==> src/logic/mem_pkg.sv <==
////////////////////////////////////////
// widths and request codes shared by the memory controller blocks
// and the testbench, named through mem_pkg:: scope
////////////////////////////////////////

package mem_pkg;

    // full address carried on the bus; the RAM decodes only the low bits
    localparam int addr_w = 32;

    // client data word
    localparam int data_w = 32;

    // external byte bus
    localparam int byte_w = 8;

    // access length, byte count minus one
    typedef enum logic [1:0] {
        len_byte = 2'd0,
        len_half = 2'd1,
        len_word = 2'd3
    } len_t;

    // which client owns the access in flight
    typedef enum logic {
        client_fetch = 1'b0,
        client_data  = 1'b1
    } client_t;

endpackage

==> src/logic/io_map_pkg.sv <==
////////////////////////////////////////
// memory-mapped I/O locations seen on the byte bus
////////////////////////////////////////

package io_map_pkg;

    // address bits that select the I/O region
    localparam int io_sel_hi = 17;
    localparam int io_sel_lo = 16;

    // value of those bits inside the I/O region
    localparam logic [1:0] io_region = 2'b11;

    // write sends a byte out, read takes an input byte
    localparam logic [31:0] io_uart_addr = 32'h0003_0000;

    // read returns the clock count
    localparam logic [31:0] io_clock_addr = 32'h0003_0004;

endpackage

==> src/logic/mem_arbiter.sv <==
////////////////////////////////////////
// picks the next owner of the byte bus and steers completion back
////////////////////////////////////////
`timescale 1ns/1ps

module mem_arbiter (
    input  logic                       clk,
    input  logic                       rst,
    input  logic                       rdy,
    // instruction fetch client
    input  logic                       fetch_en,
    input  logic [mem_pkg::addr_w-1:0] fetch_addr,
    output logic                       fetch_done,
    output logic [mem_pkg::data_w-1:0] fetch_inst,
    // data cache client
    input  logic                       data_en,
    input  logic                       data_wr,
    input  mem_pkg::len_t              data_len,
    input  logic [mem_pkg::addr_w-1:0] data_addr,
    input  logic [mem_pkg::data_w-1:0] data_wdata,
    output logic                       data_done,
    output logic [mem_pkg::data_w-1:0] data_rdata,
    // to the byte sequencer
    input  logic                       busy,
    output logic                       start,
    output mem_pkg::client_t           owner,
    output logic [mem_pkg::addr_w-1:0] acc_addr,
    output logic                       acc_wr,
    output mem_pkg::len_t              acc_len,
    output logic [mem_pkg::data_w-1:0] acc_wdata,
    input  logic                       fin,
    input  mem_pkg::client_t           fin_owner,
    input  logic [mem_pkg::data_w-1:0] fin_rdata
);

    logic fetch_granted;
    logic data_granted;
    logic free;
    logic pick_data;
    logic pick_fetch;

    // no new grant while a start is still waiting to be taken
    assign free = !busy && !start;

    // data first since it belongs to the older instruction
    assign pick_data  = free && data_en && !data_granted;
    assign pick_fetch = free && fetch_en && !fetch_granted && !pick_data;

    // done only counts on a running cycle
    assign fetch_done = fin && rdy && (fin_owner == mem_pkg::client_fetch);
    assign data_done  = fin && rdy && (fin_owner == mem_pkg::client_data);
    assign fetch_inst = fin_rdata;
    assign data_rdata = fin_rdata;

    always_ff @(posedge clk) begin
        if (rst) begin
            start         <= 1'b0;
            fetch_granted <= 1'b0;
            data_granted  <= 1'b0;
        end else if (rdy) begin
            start <= pick_data || pick_fetch;
            // held en is ignored until its done
            if (pick_fetch) begin
                fetch_granted <= 1'b1;
            end else if (fetch_done) begin
                fetch_granted <= 1'b0;
            end
            if (pick_data) begin
                data_granted <= 1'b1;
            end else if (data_done) begin
                data_granted <= 1'b0;
            end
        end
    end

    // request fields of the winner
    always_ff @(posedge clk) begin
        if (rdy) begin
            if (pick_data) begin
                owner     <= mem_pkg::client_data;
                acc_addr  <= data_addr;
                acc_wr    <= data_wr;
                acc_len   <= data_len;
                acc_wdata <= data_wdata;
            end else if (pick_fetch) begin
                owner     <= mem_pkg::client_fetch;
                acc_addr  <= fetch_addr;
                acc_wr    <= 1'b0;
                acc_len   <= mem_pkg::len_word;
                acc_wdata <= '0;
            end
        end
    end

endmodule

==> src/logic/byte_sequencer.sv <==
////////////////////////////////////////
// runs one granted access as byte cycles on the external bus
// and assembles read data little-endian
////////////////////////////////////////
`timescale 1ns/1ps

module byte_sequencer (
    input  logic                       clk,
    input  logic                       rst,
    input  logic                       rdy,
    // granted access
    input  logic                       start,
    input  mem_pkg::client_t           owner,
    input  logic [mem_pkg::addr_w-1:0] acc_addr,
    input  logic                       acc_wr,
    input  mem_pkg::len_t              acc_len,
    input  logic [mem_pkg::data_w-1:0] acc_wdata,
    output logic                       busy,
    output logic                       fin,
    output mem_pkg::client_t           fin_owner,
    output logic [mem_pkg::data_w-1:0] rdata,
    // external byte bus
    input  logic                       io_buffer_full,
    input  logic [mem_pkg::byte_w-1:0] mem_din,
    output logic [mem_pkg::byte_w-1:0] mem_dout,
    output logic [mem_pkg::addr_w-1:0] mem_a,
    output logic                       mem_wr
);

    logic                       issuing;
    logic                       wr_reg;
    logic [1:0]                 cnt;
    logic [1:0]                 cnt_nxt;
    mem_pkg::len_t              len_q;
    logic [mem_pkg::addr_w-1:0] base_q;
    logic [mem_pkg::data_w-1:0] wdata_q;
    logic                       accept;
    logic                       last;
    logic                       uart_hit;
    logic                       stall;
    logic                       tag_vld;
    logic [1:0]                 tag_lane;

    assign accept  = start && !busy;
    assign last    = (cnt == len_q);
    assign cnt_nxt = cnt + 2'd1;

    // the bus decodes bits 17:0 only
    assign uart_hit =
        (mem_a[io_map_pkg::io_sel_hi:io_map_pkg::io_sel_lo] == io_map_pkg::io_region) &&
        (mem_a[io_map_pkg::io_sel_lo-1:0] == io_map_pkg::io_uart_addr[io_map_pkg::io_sel_lo-1:0]);

    // UART byte waits on the bus until the buffer drains
    assign stall = wr_reg && uart_hit && io_buffer_full;

    // no write strobe on a frozen or stalled cycle
    assign mem_wr = wr_reg && rdy && !stall;

    always_ff @(posedge clk) begin
        if (rst) begin
            busy    <= 1'b0;
            issuing <= 1'b0;
            wr_reg  <= 1'b0;
            fin     <= 1'b0;
            cnt     <= 2'd0;
            mem_a   <= '0;
        end else if (rdy) begin
            fin <= 1'b0;
            if (accept) begin
                busy    <= 1'b1;
                issuing <= 1'b1;
                wr_reg  <= acc_wr;
                cnt     <= 2'd0;
                mem_a   <= acc_addr;
            end else if (issuing && !stall) begin
                if (last) begin
                    issuing <= 1'b0;
                    wr_reg  <= 1'b0;
                    // park away from I/O so no input byte is consumed
                    mem_a   <= '0;
                    // writes end here, reads still wait for the last byte
                    if (wr_reg) begin
                        busy <= 1'b0;
                        fin  <= 1'b1;
                    end
                end else begin
                    cnt   <= cnt_nxt;
                    mem_a <= base_q + mem_pkg::addr_w'(cnt_nxt);
                end
            end else if (busy && !issuing) begin
                // last read byte is in rdata now
                busy <= 1'b0;
                fin  <= 1'b1;
            end
        end
    end

    always_ff @(posedge clk) begin
        if (rdy) begin
            if (accept) begin
                fin_owner <= owner;
                len_q     <= acc_len;
                base_q    <= acc_addr;
                wdata_q   <= acc_wdata;
                mem_dout  <= acc_wdata[mem_pkg::byte_w-1:0];
            end else if (issuing && !stall && !last) begin
                mem_dout <= wdata_q[cnt_nxt*mem_pkg::byte_w +: mem_pkg::byte_w];
            end
        end
    end

    // The RAM answers every cycle, frozen or not, so the lane of the
    // byte now on mem_din is tracked outside the rdy freeze. A lane held
    // on the bus over a frozen cycle is simply captured twice.
    always_ff @(posedge clk) begin
        if (rst) begin
            tag_vld <= 1'b0;
        end else begin
            tag_vld <= issuing && !wr_reg;
        end
    end

    always_ff @(posedge clk) begin
        tag_lane <= cnt;
        // upper bytes of short loads stay zero
        if (accept) begin
            rdata <= '0;
        end else if (tag_vld) begin
            rdata[tag_lane*mem_pkg::byte_w +: mem_pkg::byte_w] <= mem_din;
        end
    end

endmodule

==> src/logic/memctrl.sv <==
////////////////////////////////////////
// memory controller top, joins two clients to the byte bus
////////////////////////////////////////
`timescale 1ns/1ps

module memctrl (
    input  logic                       clk_in,
    input  logic                       rst,
    input  logic                       rdy,
    // instruction fetch client
    input  logic                       fetch_en,
    input  logic [mem_pkg::addr_w-1:0] fetch_addr,
    output logic                       fetch_done,
    output logic [mem_pkg::data_w-1:0] fetch_inst,
    // data cache client
    input  logic                       data_en,
    input  logic                       data_wr,
    input  mem_pkg::len_t              data_len,
    input  logic [mem_pkg::addr_w-1:0] data_addr,
    input  logic [mem_pkg::data_w-1:0] data_wdata,
    output logic                       data_done,
    output logic [mem_pkg::data_w-1:0] data_rdata,
    // external byte bus
    input  logic [mem_pkg::byte_w-1:0] mem_din,
    output logic [mem_pkg::byte_w-1:0] mem_dout,
    output logic [mem_pkg::addr_w-1:0] mem_a,
    output logic                       mem_wr,
    // high while the UART cannot take a byte
    input  logic                       io_buffer_full
);

    logic                       busy;
    logic                       start;
    mem_pkg::client_t           owner;
    logic [mem_pkg::addr_w-1:0] acc_addr;
    logic                       acc_wr;
    mem_pkg::len_t              acc_len;
    logic [mem_pkg::data_w-1:0] acc_wdata;
    logic                       fin;
    mem_pkg::client_t           fin_owner;
    logic [mem_pkg::data_w-1:0] fin_rdata;

    mem_arbiter u_arbiter (
        .clk        (clk_in),
        .rst        (rst),
        .rdy        (rdy),
        .fetch_en   (fetch_en),
        .fetch_addr (fetch_addr),
        .fetch_done (fetch_done),
        .fetch_inst (fetch_inst),
        .data_en    (data_en),
        .data_wr    (data_wr),
        .data_len   (data_len),
        .data_addr  (data_addr),
        .data_wdata (data_wdata),
        .data_done  (data_done),
        .data_rdata (data_rdata),
        .busy       (busy),
        .start      (start),
        .owner      (owner),
        .acc_addr   (acc_addr),
        .acc_wr     (acc_wr),
        .acc_len    (acc_len),
        .acc_wdata  (acc_wdata),
        .fin        (fin),
        .fin_owner  (fin_owner),
        .fin_rdata  (fin_rdata)
    );

    byte_sequencer u_sequencer (
        .clk            (clk_in),
        .rst            (rst),
        .rdy            (rdy),
        .start          (start),
        .owner          (owner),
        .acc_addr       (acc_addr),
        .acc_wr         (acc_wr),
        .acc_len        (acc_len),
        .acc_wdata      (acc_wdata),
        .busy           (busy),
        .fin            (fin),
        .fin_owner      (fin_owner),
        .rdata          (fin_rdata),
        .io_buffer_full (io_buffer_full),
        .mem_din        (mem_din),
        .mem_dout       (mem_dout),
        .mem_a          (mem_a),
        .mem_wr         (mem_wr)
    );

endmodule

==> config.mk <==
export PLATFORM = sky130hd
export DESIGN_NAME = memctrl
export DESIGN_NICKNAME = d
export VERILOG_FILES = /design/src/logic/mem_pkg.sv /design/src/logic/io_map_pkg.sv /design/src/logic/mem_arbiter.sv /design/src/logic/byte_sequencer.sv /design/src/logic/memctrl.sv
export SDC_FILE = /design/constraint.sdc
export NUM_CORES = 1
export LEC_CHECK = 0
export ABC_AREA = 1
export ABC_CLOCK_PERIOD_IN_PS = 6500
export BUFFER_PORTS_ARGS = -buffer_cell sky130_fd_sc_hd__buf_2
export CORE_MARGIN = 4
export CORE_UTILIZATION = 50
export CTS_CLUSTER_DIAMETER = 120
export DETAILED_ROUTE_END_ITERATION = 6
export HOLD_SLACK_MARGIN = 0.12
export PLACE_DENSITY = 0.78
export REMOVE_ABC_BUFFERS = 1
export SYNTH_ARGS = -nofsm -noshare
export SYNTH_HDL_FRONTEND = slang
export SYNTH_HIERARCHICAL = 1
export SYNTH_SLANG_ARGS = --single-unit
==> constraint.sdc <==
create_clock -name clk_in -period 6.5 [get_ports clk_in]
set_input_delay 0.325 -clock clk_in [delete_from_list [all_inputs] [get_ports clk_in]]
set_output_delay 0.325 -clock clk_in [all_outputs]
set_load 0.005 [all_outputs]
# Word level (Yosys, flattened, before mapping)
# Cells that the tools add are included.
# totals
register_bits,219
output_inout_bits,107
# classes
eq_ne,5
n_reduce_logical,46
n_addsub,3
n_mux,35
bitwise,1
shifts,3
# ops
operator,count
$mux 32,7
$neg 5->34,1
$shift 8x34->32 const A,1
$shiftx 8x34->32,1
$add 32x2->32,1
$bwmux 32,1
$shiftx 32x6->8,1
$mux 1,20
$logic_and 1x1->1,19
$logic_not 16->1,1
$mux 8,2
$reduce_and 2->1,6
$reduce_bool 2->1,6
$mux 2,5
$logic_not 1->1,9
$ne 3x1->1 const B,2
$reduce_and 3->1,2
$reduce_and 4->1,1
$reduce_bool 3->1,1
$add 2x1->2 const B,1
$eq 2x2->1,1
$eq 2x2->1 const B,1
$ne 2x1->1 const B,1
$logic_or 1x1->1,1
$not 1->1,1

# Logic depth before layout (Yosys ltp)
# logic_depth
word_depth,9
ltp_mapped,19
depth_no_buf,18

# Cells and area by module
# The synthesis kept the hierarchy.
# modules_own_cells
module,area_per_inst_um2,instances,cells_each
byte_sequencer,6726.5,1,814
mem_arbiter,3532.1,1,338

# Worst setup path after synthesis
# No wires, ideal clock.
# synth_path
path_type,register to register
startpoint,register u_sequencer.busy
endpoint,register u_sequencer.busy
t_required_ns,6.423
setup_slack_ns,2.577
path_buffers,0
stages_incl_launch_ff,6
setup_time_ns,0.077
period_less_slack_ns,3.923
arrival_ns,3.845
path_cell_list,dfxtp_1 inv_1 nand2_2 nor2_1 inv_1 a21oi_1
# synth_via
elab_chain_len,4
elab_cells_between_ends,8
classes_between,eq/ne (2); mux (1); reduce/logical (5)
# synth_rtl
item,line_no,text
"start, declared",byte_sequencer.sv:18,"output logic busy,"
"start signal, assigned",byte_sequencer.sv:61,busy <= 1'b0;
"start signal, assigned",byte_sequencer.sv:70,busy <= 1'b1;
"start signal, assigned",byte_sequencer.sv:83,busy <= 1'b0;
$logic_not 1->1,byte_sequencer.sv:44,assign accept = start && !busy;
$logic_and 1x1->1,byte_sequencer.sv:44,
$ne 3x1->1 (no line) or $reduce_bool 3->1 (tied branches),n/a,
$reduce_and 4->1 (no line),n/a,
# Parallel ways exist; a longest one is shown, timed or not.
# A chain may end at the register's enable or synchronous reset.

# Final worst setup path
# layout_path
startpoint,register u_arbiter.start
endpoint,"register u_arbiter/acc_addr[3] in the netlist's numbering, data pin"
# layout_via
elab_chain_len,5
# layout_rtl
item,line_no,text
"start, declared",mem_arbiter.sv:25,"output logic start,"
"start signal, assigned",mem_arbiter.sv:61,start <= pick_data || pick_fetch;
$logic_not 1->1,mem_arbiter.sv:43,assign free = !busy && !start;
$logic_and 1x1->1,mem_arbiter.sv:43,
$logic_and 1x1->1 (2 in a row),mem_arbiter.sv:46,assign pick_data = free && data_en && !data_granted;
$mux 32,mem_arbiter.sv:79,if (pick_data) begin
"end signal, assigned",mem_arbiter.sv:81,acc_addr <= data_addr;
"end signal, assigned",mem_arbiter.sv:87,acc_addr <= fetch_addr;
"end, declared",mem_arbiter.sv:27,"output logic [mem_pkg::addr_w-1:0] acc_addr,"
# No other way between the ends.

==> results.tsv <==
stage	metric	value	unit
hold_path	hp-class	in2reg	
global_route	grt_use_total	0.221	
power	ir_worst_vdd	178	µV
clock_tree	root_buffer	clkbuf_16	
power	power.leakage	5.61	nW
final_layout	postLayoutCoreUtil	0.628	
timing	hold_viol	0	
logic_synthesis	synth_top_cell_area_share	0.419	
placed_design	place_congestion	0.958	
global_route	overflow	0	
logic_synthesis	synthSimpleGateAreaFrac	0.243	
logic_synthesis	synthFlopType	edfxtp_1	
worst_setup_path	cp_slowest_stage_delay	680	ps
floorplanning	initial_core_util	0.507	
logic_synthesis	netlist_top_cells_area	edfxtp_1, dfxtp_1, nand2_1	
flow_run	max_cap_violations	0	
clock_tree	htree_levels	1	
drt	post_drt_wl_per_cell	15.5	µm
worst_setup_path	path_common_cell	nand2_1	
floorplanning	rows	52	
floorplanning	die_w	151	µm
logic_synthesis	postSynthCellCount	1152	
logic_synthesis	synth_common_cells	nand2_1, nor2_1, edfxtp_1, inv_1, dfxtp_1	
logic_synthesis	synth_area_per_cell	8.91	µm²
worst_setup_path	required	6760	ps
drt	drt-initial-drc-count	740	
global_route	grt_max_degree	75	
drt	ant_nets	0	
logic_synthesis	yosys.area_share.xor_xnor	0.00171	
logic_synthesis	yosysUniqueCellTypes	39	
logic_synthesis	seq_area_frac_synth	0.567	
timing	skew	13.7	ps
placed_design	hpwl	17500	µm
worst_setup_path	path_class	reg2reg	
worst_setup_path	critPathArrivalTime	3450	ps
timing	holdWs	124	ps
logic_synthesis	synthAdderAreaFrac	0.0105	
drt	totalWireLength	26100	µm
worst_setup_path	crit_slowest_cell	nor2_4	
logic_synthesis	async_flop_share	0	
worst_setup_path	path_delay_family	buffers and inverters	
power	power	3.23	mW
clock_tree	clock_latency	520	ps
final_layout	num-nets-final	1522	
clock_tree	clkSinkCount	219	
logic_synthesis	synth_edf_count	143	
drt	vias	8442	
timing	fin_tns_setup	0	ps
logic_synthesis	ys_ff_latch	219	
worst_setup_path	path_buf_inv	4	
timing	worst_slack	3310	ps
logic_synthesis	synth_top_cell_by_area	edfxtp_1	
timing	finalCritPeriodShare	0.490	
timing	tightest_slew	989	ps
timing	setup_viol	0	
final_layout	syn2layout_area_growth	24.0	%
global_route	grt_pass1_vias	7945	
floorplanning	io_pins	220	
worst_setup_path	cp_max_fo	54	
worst_setup_path	cp-start-kind	register	
power	pwr_density_cell	254	mW/mm²
logic_synthesis	ys_warn_count	6	
final_layout	antenna_cells	0	
clock_tree	ctsResizeCount	0	
clock_tree	numCtsBuffers	23	
logic_synthesis	syn-cell-area	0.0103	mm²
timing	slew_viol_final	0	
logic_synthesis	yosysMostFrequentCell	nand2_1	
timing	min_period	3190	ps
worst_setup_path	end_kind	register	
floorplanning	die_h	151	µm
logic_synthesis	synth_top_family_by_area	simple AND/OR/NAND/NOR gates	
drt	first_pass_iters	5	
logic_synthesis	muxShareOfSynthArea	0	
clock_tree	cts_tree	yes	
logic_synthesis	synth_compound_area_frac	0.0738	
placed_design	place_ws	3720	ps
timing	clock.fmax	0.314	GHz
final_layout	drive_above_1_share	0.218	
run_status	status	completed	
global_route	antenna_found_initial	0	
drt	drc	0	
clock_tree	cts.path.max_buffers	3	
placed_design	port_buffers	219	
timing	slew_headroom	0.340	
floorplanning	fp.coreArea	0.0202	mm²
global_route	grt_pass1_wl	40300	µm
drt	via_per_inst	5.00	
clock_tree	clk_pin_slew	60	ps
final_layout	fillers	1684	
timing	rsz0062_at_grt	no	
worst_setup_path	crit_chain	inv_1 -> nand2_1 -> nor2_4 -> clkinv_2 -> buf_4 -> nand2_1 -> nand2_1 -> dlygate4sd3_1	
floorplanning	dieArea	0.0229	mm²
[cell type report]
class / count / area [µm²] / area share
flip-flops and latches: 219 / 5820 / 0.457
multi-input cells: 730 / 3380 / 0.266
repair buffers: 321 / 2110 / 0.166
clock buffers: 37 / 643 / 0.0506
inverters: 106 / 399 / 0.0314
well taps: 270 / 338 / 0.0266
clock inverters: 5 / 36.3 / 0.00285
[logic make-up after synthesis]
| logic type | count (synthesis) |
|---|---|
| adders and majority gates | 8 |
| xor gates and xnor gates | 2 |
| AOI/OAI and AO/OA | 133 |
| and+or+nand+nor | 587 |
| buffers and inverters | 203 |
| DFF | 219 |
[metal layers]
layer	vias up	part of all wire	GRT usage
met3	45	0.083	0.0413
met5	-	0	0
met4	0	0.026	0.0698
met2	342	0.46	0.364
met1	3876	0.43	0.298
li1	4179	-	-
[path summary, 6_finish.rpt]
kind | from | to | slack, ps | cells past startpoint
max | u_arbiter/start | u_arbiter/acc_addr[3] | 3310 | 8
min | data_wdata[1] | u_arbiter/acc_wdata[1] | 120 | 3
max reg2reg | u_arbiter/start | u_arbiter/acc_addr[3] | 3310 | 8
min reg2reg | u_arbiter/acc_wdata[24] | u_sequencer/wdata_q[24] | 420 | 0
[cells in the final DEF (no fill, tap or decap), types with 8 or more instances in the layout]
master,instances
a21oi_1,53
a22oi_1,12
a31oi_1,8
buf_2,219
clkbuf_1,9
clkbuf_16,23
dfxtp_1,76
dlygate4sd3_1,98
edfxtp_1,143
inv_1,95
inv_2,8
nand2_1,322
nand3_1,41
nor2_1,159
nor2_2,26
nor2_4,12
o21ai_0,32
o21ai_1,11
[tightest hold or removal path: stages]
cell    delay, ps
buf_2          80
inv_1          50
nor2_4         80
[stage by stage]
step | std cells | instance area (µm²)
final | 1688 | 12700
after global routing | 1688 | 12700
after CTS | 1688 | 12700
after detailed placement | 1548 | 11100
after global placement | 1548 | 11100
after floorplan | 1055 | 9580
[power breakdown]
part | internal (mW) | total [mW] | switching (mW)
clock | 0.680 | 1.19 | 0.511
sequential | 1.59 | 1.64 | 0.0464
combinational | 0.170 | 0.398 | 0.228
total | 2.44 | 3.23 | 0.785
[repair_timing]
| item | CTS | global route |
|---|---|---|
| endpoints found under the setup margin | 0 | 0 |
| hold buffers | 98 | 0 |
| setup buffers | 0 | 0 |
| endpoints found under the hold margin | 73 | 0 |
No activity file was read; power rests on OpenSTA's default activity.
